$ cat src/rtl/tetrisPkg.sv
package tetrisPkg;

    //////////////////////////////////////////////////////////////////////
    // board geometry
    //////////////////////////////////////////////////////////////////////
    localparam int boardCols = 10;
    localparam int boardRows = 20;

    typedef logic [3:0] colIdx;
    typedef logic [4:0] rowIdx;

    // bit 0 is the leftmost column
    typedef logic [boardCols-1:0] boardRow;

    // 2x4 box, bits 0..3 top row left to right, bits 4..7 bottom row
    typedef logic [7:0] pieceShape;

    //////////////////////////////////////////////////////////////////////
    // shapes and spawn
    //////////////////////////////////////////////////////////////////////
    localparam int shapeCount = 7;

    // order I, T, O, S, Z, L, J
    localparam pieceShape shapeTable [shapeCount] = '{
        8'b0000_1111,
        8'b0111_0010,
        8'b0011_0011,
        8'b0011_0110,
        8'b0110_0011,
        8'b0001_0111,
        8'b0111_0001
    };

    localparam colIdx spawnCol = 4'd3;
    localparam rowIdx spawnRow = 5'd0;

    // gravity
    localparam int gravityPeriodDefault = 25_000_000;
    localparam int timerWidth = 25;

endpackage

$ cat src/rtl/gravityTimer.sv
`timescale 1ns/10ps

module gravityTimer import tetrisPkg::*; #(
    parameter int gravityPeriod = gravityPeriodDefault
) (
    input  logic clk,
    input  logic rst_up,
    input  logic run,
    input  logic fastFall,
    input  logic halt,
    input  logic tickTaken,
    output logic tick
);

    logic [timerWidth-1:0] dropCount;
    logic [timerWidth:0]   countNext;

    // fast fall steps by two
    assign countNext = dropCount + (fastFall ? 2 : 1);

    always_ff @(posedge clk) begin
        if (rst_up) begin
            dropCount <= '0;
            tick      <= 1'b0;
        end else if (tickTaken) begin
            tick <= 1'b0;
        end else if (run && !halt && !tick) begin
            if (countNext >= gravityPeriod) begin
                dropCount <= '0;
                tick      <= 1'b1;
            end else begin
                dropCount <= countNext[timerWidth-1:0];
            end
        end
    end

    // the controller only takes a tick that is pending
    tickTakenOnlyWhenPending: assert property (
        @(posedge clk) disable iff (rst_up) tickTaken |-> tick
    );

endmodule

$ cat src/rtl/pieceSequencer.sv
`timescale 1ns/10ps

module pieceSequencer import tetrisPkg::*; (
    input  logic      clk,
    input  logic      rst_up,
    input  logic      advance,
    output pieceShape nextShape
);

    logic [2:0] shapeIndex;

    // entry 0 is already the first live piece
    always_ff @(posedge clk) begin
        if (rst_up) begin
            shapeIndex <= 3'd1;
        end else if (advance) begin
            if (shapeIndex == 3'(shapeCount - 1)) begin
                shapeIndex <= 3'd0;
            end else begin
                shapeIndex <= shapeIndex + 3'd1;
            end
        end
    end

    assign nextShape = shapeTable[shapeIndex];

    indexInRange: assert property (
        @(posedge clk) disable iff (rst_up) shapeIndex < 3'(shapeCount)
    );

endmodule

$ cat src/rtl/gameControl.sv
`timescale 1ns/10ps

module gameControl import tetrisPkg::*; (
    input  logic      clk,
    input  logic      rst_up,
    input  logic      moveLeft,
    input  logic      moveRight,
    input  logic      tick,
    input  logic      probeHit,
    input  logic      compactDone,
    input  pieceShape nextShape,
    output logic      tickTaken,
    output logic      lockPiece,
    output logic      advance,
    output logic      ready,
    output logic      gameOver,
    output colIdx     probeCol,
    output rowIdx     probeRow,
    output pieceShape probeShape,
    output colIdx     pieceCol,
    output rowIdx     pieceRow,
    output pieceShape pieceShapeNow
);

    typedef enum logic [2:0] {
        idle,
        probe,
        commit,
        lock,
        compact,
        spawnProbe,
        over
    } ctrlState;

    ctrlState state;
    logic     pendingDrop;
    logic     hitLatched;

    assign ready      = (state == idle);
    assign gameOver   = (state == over);
    assign lockPiece  = (state == lock);
    assign advance    = (state == compact) && compactDone;
    // moves beat a pending tick
    assign tickTaken  = ready && tick && !moveLeft && !moveRight;
    assign probeShape = pieceShapeNow;

    //////////////////////////////////////////////////////////////////////
    // state machine and live piece
    //////////////////////////////////////////////////////////////////////
    always_ff @(posedge clk) begin
        if (rst_up) begin
            state         <= idle;
            pieceCol      <= spawnCol;
            pieceRow      <= spawnRow;
            pieceShapeNow <= shapeTable[0];
            probeCol      <= spawnCol;
            probeRow      <= spawnRow;
        end else begin
            case (state)
                idle: begin
                    if (moveLeft || moveRight) begin
                        // left wins when both arrive
                        probeCol    <= moveLeft ? pieceCol - 4'd1 : pieceCol + 4'd1;
                        probeRow    <= pieceRow;
                        pendingDrop <= 1'b0;
                        state       <= probe;
                    end else if (tick) begin
                        probeCol    <= pieceCol;
                        probeRow    <= pieceRow + 5'd1;
                        pendingDrop <= 1'b1;
                        state       <= probe;
                    end
                end
                probe: begin
                    hitLatched <= probeHit;
                    state      <= commit;
                end
                commit: begin
                    if (hitLatched) begin
                        // blocked drop means landing
                        state <= pendingDrop ? lock : idle;
                    end else begin
                        pieceCol <= probeCol;
                        pieceRow <= probeRow;
                        state    <= idle;
                    end
                end
                lock: begin
                    state <= compact;
                end
                compact: begin
                    if (compactDone) begin
                        pieceShapeNow <= nextShape;
                        pieceCol      <= spawnCol;
                        pieceRow      <= spawnRow;
                        probeCol      <= spawnCol;
                        probeRow      <= spawnRow;
                        state         <= spawnProbe;
                    end
                end
                spawnProbe: begin
                    state <= probeHit ? over : idle;
                end
                default: begin
                    // over holds until reset
                    state <= over;
                end
            endcase
        end
    end

    // ready stays low through the lock and the whole compaction pass
    noReadyDuringLock: assert property (
        @(posedge clk) disable iff (rst_up)
        lockPiece |-> !ready ##1 (!ready)[*boardRows]
    );

endmodule

$ cat src/rtl/playfield.sv
`timescale 1ns/10ps

module playfield import tetrisPkg::*; (
    input  logic      clk,
    input  logic      rst_up,
    input  colIdx     probeCol,
    input  colIdx     pieceCol,
    input  rowIdx     probeRow,
    input  rowIdx     pieceRow,
    input  rowIdx     rowSel,
    input  pieceShape probeShape,
    input  pieceShape pieceShapeNow,
    input  logic      lockPiece,
    output logic      probeHit,
    output logic      compactDone,
    output boardRow   rowData
);

    boardRow locked [boardRows];

    logic              busy;
    rowIdx             wrPtr;
    logic signed [5:0] rdPtr;
    logic signed [5:0] srcIdx;
    boardRow           srcRow;
    boardRow           liveRow;

    //////////////////////////////////////////////////////////////////////
    // collision probe
    //////////////////////////////////////////////////////////////////////
    always_comb begin
        int r;
        int c;
        probeHit = 1'b0;
        for (int b = 0; b < 8; b++) begin
            r = int'(probeRow) + b / 4;
            c = int'(probeCol) + b % 4;
            if (probeShape[b]) begin
                if (r >= boardRows || c >= boardCols) begin
                    probeHit = 1'b1;
                end else if (locked[r][c]) begin
                    probeHit = 1'b1;
                end
            end
        end
    end

    // next source row, a lock fills at most two rows
    always_comb begin
        srcIdx = rdPtr;
        for (int s = 0; s < 2; s++) begin
            if (srcIdx >= 0 && (&locked[srcIdx[4:0]])) begin
                srcIdx = srcIdx - 6'sd1;
            end
        end
        srcRow = (srcIdx >= 0) ? locked[srcIdx[4:0]] : '0;
    end

    assign compactDone = busy && (wrPtr == 5'd0);

    //////////////////////////////////////////////////////////////////////
    // lock and compaction
    //////////////////////////////////////////////////////////////////////
    always_ff @(posedge clk) begin
        int r;
        int c;
        if (rst_up) begin
            for (int i = 0; i < boardRows; i++) begin
                locked[i] <= '0;
            end
            busy  <= 1'b0;
            wrPtr <= 5'(boardRows - 1);
            rdPtr <= 6'(boardRows - 1);
        end else if (lockPiece) begin
            for (int b = 0; b < 8; b++) begin
                r = int'(pieceRow) + b / 4;
                c = int'(pieceCol) + b % 4;
                if (pieceShapeNow[b] && r < boardRows && c < boardCols) begin
                    locked[r][c] <= 1'b1;
                end
            end
            busy  <= 1'b1;
            wrPtr <= 5'(boardRows - 1);
            rdPtr <= 6'(boardRows - 1);
        end else if (busy) begin
            // one destination row per cycle, bottom up
            locked[wrPtr] <= srcRow;
            rdPtr         <= srcIdx - 6'sd1;
            wrPtr         <= wrPtr - 5'd1;
            if (wrPtr == 5'd0) begin
                busy <= 1'b0;
            end
        end
    end

    //////////////////////////////////////////////////////////////////////
    // row read port with the live piece merged in
    //////////////////////////////////////////////////////////////////////
    always_comb begin
        int c;
        liveRow = '0;
        for (int b = 0; b < 8; b++) begin
            c = int'(pieceCol) + b % 4;
            if (pieceShapeNow[b] && (int'(pieceRow) + b / 4 == int'(rowSel))
                && c < boardCols) begin
                liveRow[c] = 1'b1;
            end
        end
    end

    assign rowData = (int'(rowSel) < boardRows) ? (locked[rowSel] | liveRow) : '0;

endmodule

$ cat src/rtl/tetrisTop.sv
`timescale 1ns/10ps

module tetrisTop import tetrisPkg::*; #(
    parameter int gravityPeriod = gravityPeriodDefault
) (
    input  logic    clk,
    input  logic    rst_up,
    input  logic    run,
    input  logic    fastFall,
    input  logic    moveLeft,
    input  logic    moveRight,
    input  rowIdx   rowSel,
    output logic    ready,
    output logic    gameOver,
    output boardRow rowData
);

    logic      tick;
    logic      tickTaken;
    logic      probeHit;
    logic      compactDone;
    logic      lockPiece;
    logic      advance;
    pieceShape nextShape;
    colIdx     probeCol;
    rowIdx     probeRow;
    pieceShape probeShape;
    colIdx     pieceCol;
    rowIdx     pieceRow;
    pieceShape pieceShapeNow;

    gravityTimer #(.gravityPeriod(gravityPeriod)) timer (
        .clk(clk), .rst_up(rst_up), .run(run), .fastFall(fastFall),
        .halt(gameOver), .tickTaken(tickTaken), .tick(tick)
    );

    pieceSequencer sequencer (
        .clk(clk), .rst_up(rst_up), .advance(advance), .nextShape(nextShape)
    );

    // controller drives the probe and the live piece
    gameControl control (
        .clk(clk), .rst_up(rst_up), .moveLeft(moveLeft), .moveRight(moveRight),
        .tick(tick), .probeHit(probeHit), .compactDone(compactDone),
        .nextShape(nextShape), .tickTaken(tickTaken), .lockPiece(lockPiece),
        .advance(advance), .ready(ready), .gameOver(gameOver),
        .probeCol(probeCol), .probeRow(probeRow), .probeShape(probeShape),
        .pieceCol(pieceCol), .pieceRow(pieceRow), .pieceShapeNow(pieceShapeNow)
    );

    playfield board (
        .clk(clk), .rst_up(rst_up), .probeCol(probeCol), .pieceCol(pieceCol),
        .probeRow(probeRow), .pieceRow(pieceRow), .rowSel(rowSel),
        .probeShape(probeShape), .pieceShapeNow(pieceShapeNow),
        .lockPiece(lockPiece), .probeHit(probeHit), .compactDone(compactDone),
        .rowData(rowData)
    );

endmodule

$ cat config.mk
export PLATFORM = sky130hd
export DESIGN_NAME = tetrisTop
export DESIGN_NICKNAME = d
export VERILOG_FILES = /design/src/rtl/tetrisPkg.sv /design/src/rtl/gravityTimer.sv /design/src/rtl/pieceSequencer.sv /design/src/rtl/gameControl.sv /design/src/rtl/playfield.sv /design/src/rtl/tetrisTop.sv
export SDC_FILE = /design/constraint.sdc
export NUM_CORES = 2
export LEC_CHECK = 0
export ABC_CLOCK_PERIOD_IN_PS = 16570
export BUFFER_PORTS_ARGS = -buffer_cell sky130_fd_sc_hd__buf_2
export CORE_AREA = 2 2 266 268
export DETAILED_ROUTE_END_ITERATION = 8
export DIE_AREA = 0 0 268 270
export PLACE_DENSITY = 0.61
export SLEW_MARGIN = 40
export SYNTH_ARGS = -nofsm -noshare
export SYNTH_HDL_FRONTEND = slang
export SYNTH_SLANG_ARGS = --single-unit
$ cat constraint.sdc
create_clock -name clk -period 16.57 [get_ports clk]
set_input_delay 3.314 -clock clk [delete_from_list [all_inputs] [get_ports clk]]
set_output_delay 3.314 -clock clk [all_outputs]
set_load 0.02 [all_outputs]
==> results.py <==
metrics = {
    "drt": {
        "drc": 21,
        "detail-route-antenna-nets": 0,
        "viasPerCell": 7.99,
        "wl_per_cell_um": 37.6,
        "vias": 37100,
        "drt_pass1_iterations": 9,
        "wirelength_um": 174000,
        "drtIter0Drc": 7655,
    },
    "die": {
        "die_area_um2": 72400,
        "fp.dieW_um": 268,
        "fp-row-count": 97,
        "start_util_pct": 48.6,
        "core_um2": 69500,
        "ios": 23,
        "die-height_um": 270,
    },
    "timing": {
        "rsz0062_at_grt": "no",
        "fin_skew_ns": 0.0629,
        "setup_ws_ns": 6.54,
        "worst_pin_slew_ns": 1.02,
        "max_freq_mhz": 99.7,
        "slew_headroom_pct": 29.8,
        "hold_violations": 0,
        "fin_hold_ws_ns": 0.507,
        "setup-tns-final_ns": 0,
        "slew_violations": 0,
        "setup_viol": 0,
        "post-route-period-util_pct": 60.5,
        "period_needed_ns": 10.03,
    },
    "critical_path": {
        "endpoint_kind": "primary output",
        "crit_arrival_ns": 6.71,
        "criticalPathCategory": "primary input to primary output",
        "cp.required_ns": 13.26,
        "startpoint": "rowSel[0]",
        "critPathLaunchType": "primary input",
        "cp_max_fo": 47,
    },
    "grt": {
        "grt_pass1_vias": 33300,
        "grt-busiest-layer": "met2",
        "grtUsageMet1_pct": 60.7,
        "grt.met3_usage_pct": 23.5,
        "grt_start_max_net_pins": 108,
        "antenna_found_initial": 13,
        "grt_pass1_wl_um": 246000,
        "gr-total-overflow": 0,
        "grtUsageTotal_pct": 47.1,
        "use_met2_pct": 61.5,
    },
    "clock_tree": {
        "holdBufCountCts": 0,
        "clkLatencyLatePin_ns": 0.66,
        "cts_tree": "yes",
        "numCtsBuffers": 49,
        "cts-htree-levels": 2,
        "cts-root-buf": "clkbuf_16",
        "ctsResizeCount": 0,
        "cts_sinks": 401,
        "cts_buffer_depth": 3,
        "clkTransAtPathRegs_ns": 0.06,
        "cts_setup_buffers": 0,
    },
    "flow_run": {
        "drv_cap": 0,
    },
    "finish": {
        "syn2layout_area_growth_pct": 8.43,
        "fillCellCount": 6492,
        "drive_gt1_share_pct": 20.9,
        "nets": 3702,
    },
    "yosys": {
        "synth_cell_type_count": 103,
        "synth-seq-area-share_pct": 23.8,
        "synthArstFlopShare_pct": 0,
        "ys.flop_type": "dfxtp_1",
        "yosys.area.top_type": "mux4_2",
        "ys_warn_count": 0,
        "synth-edff-count": 2,
        "synthDominantCellAreaShare_pct": 23.9,
        "syn_avg_cell_area_um2": 8.84,
        "mappedNetlistNets": 3875,
        "ys_seq_elements": 401,
        "syn_inst": 3826,
        "synth_area_um2": 33800,
        "yosys-top-cells-area": "mux4_2, dfxtp_1, nand2_1, a21oi_1, nor2_1",
    },
    "hold_path": {
        "hp-class": "flop to flop",
        "hp-start": "timer.dropCount[0]$_SDFFE_PP0P_",
    },
    "placement": {
        "io_buffers": 22,
        "place_ws_ns": 6.67,
        "gp_congestion": 1.14,
        "dp_hpwl_um": 123000,
    },
    "power": {
        "power_uw": 2490,
        "p_leak_uw": 0.0116,
        "ir_drop_v": 0.0000773,
        "power_density_nw_per_um2": 68.0,
    },
    "outcome": {
        "violations": "design-rule violations",
        "outcome": "complete, but fails checks",
    },
}
==> layout by cell type (no fill, tap or decap), drive strengths merged, types with 13 or more instances in the layout <==
master | netlist | routed
o311ai | 14 | 14
nand2 | 511 | 511
nand3 | 172 | 172
o21a | 15 | 15
and3 | 28 | 28
clkbuf | 238 | 66
mux4 | 359 | 359
nor3 | 74 | 74
o31ai | 31 | 31
mux2 | 20 | 20
o21ai | 204 | 204
nor4 | 13 | 13
o221ai | 58 | 58
dfxtp | 399 | 399
a222oi | 80 | 80
o211ai | 26 | 26
or3 | 16 | 16
nor3b | 28 | 28
a21oi | 345 | 345
inv | 46 | 49
nor2 | 332 | 332
clkinv | 3 | 20
nand4 | 56 | 56
a311oi | 26 | 26
and2 | 33 | 33
xnor2 | 34 | 34
buf | 133 | 147
a211oi | 27 | 27
xor2 | 21 | 21
nand2b | 13 | 13
mux2i | 71 | 71
ha | 36 | 36
a31oi | 75 | 75
o22ai | 36 | 36
a221oi | 24 | 24
nor2b | 18 | 18
a32oi | 60 | 60
==> flip-flops by register name, summed over array words and instances (netlist names), named ones only <==
| name | flops |
|---|---|
| board.busy | 1 |
| timer.tick | 1 |
| board.wrPtr | 5 |
| control.probeRow | 5 |
| control.hitLatched | 1 |
| control.state | 3 |
| board.locked | 320 |
| control.probeCol | 4 |
| control.pieceCol | 4 |
| board.rdPtr | 6 |
| control.pieceRow | 5 |
| sequencer.shapeIndex | 3 |
| control.pendingDrop | 1 |
| timer.dropCount | 25 |
| control.pieceShapeNow | 7 |
==> synthesized netlist by cell type (all sizes together), types with 71 or more instances <==
cell and instances:
nand2 511, dfxtp 399, mux4 359, a21oi 345, nor2 332, clkbuf 238, o21ai 204, nand3 172
buf 133, a222oi 80, a31oi 75, nor3 74, mux2i 71
==> cell families (layout without fill, tap and decap cells) <==
group	after synthesis	count (layout)	synth area share (%)
and+or+nand+nor	1333	1333	18.0
AOI/OAI and AO/OA	1129	1129	23.4
muxes	450	450	26.7
buffers and inverters	420	286	5.24
DFF	401	401	23.8
xor gates and xnor gates	55	55	1.42
adders and majority gates	38	38	1.45
other	0	9	0
==> worst paths after layout <==
kind	endpoint	slack (ns)	depth (start not counted)
max reg2reg	board.locked[29][8]$_DFF_P_	6.81	26
min reg2reg	timer.dropCount[0]$_SDFFE_PP0P_	0.51	2
max	rowData[9]	6.54	9
min	timer.dropCount[0]$_SDFFE_PP0P_	0.51	2
==> routing by layer <==
metal,routed length (um),vias up
li1,-,14700
met4,14200,32
met5,525,-
met3,30200,852
met1,61900,17900
met2,67400,3597
==> power by group <==
part           leakage, uW  switching [uW]  internal, uW
clock network     0.000827             490           642
registers          0.00324            30.2           974
logic              0.00753             238           118
==> worst max-delay path, stage by stage <==
cell and delay [ns]:
buf_6 0.39, buf_6 0.59, mux4_2 0.58, mux4_2 0.58, mux2i_1 0.52, o21ai_0 0.21, a21oi_1 0.18, a21oi_1 0.09
buf_2 0.18
==> cell type report <==
class                           count  area, um^2  share of cell area (%)
Clock buffer                       66        1390                    3.79
Clock inverter                     24         278                   0.758
Multi-Input combinational cell   3005       24400                    66.6
Sequential cell                   401        8060                    22.0
Timing Repair Buffer              147        1140                    3.12
Inverter                           49         191                   0.522
Antenna cell                        9        22.5                  0.0614
Tap cell                          940        1180                    3.21
==> per-stage QoR <==
stage                     utilization (%)  instance area (um^2)  cells
after floorplan                         -                 33800   3826
after global placement               49.9                 34700   4535
after detailed placement             50.2                 34900   4540
after CTS                            52.6                 36500   4630
after global routing                 52.7                 36600   4632
final                                52.7                 36700   4641
(Power assumes the default switching activity.)
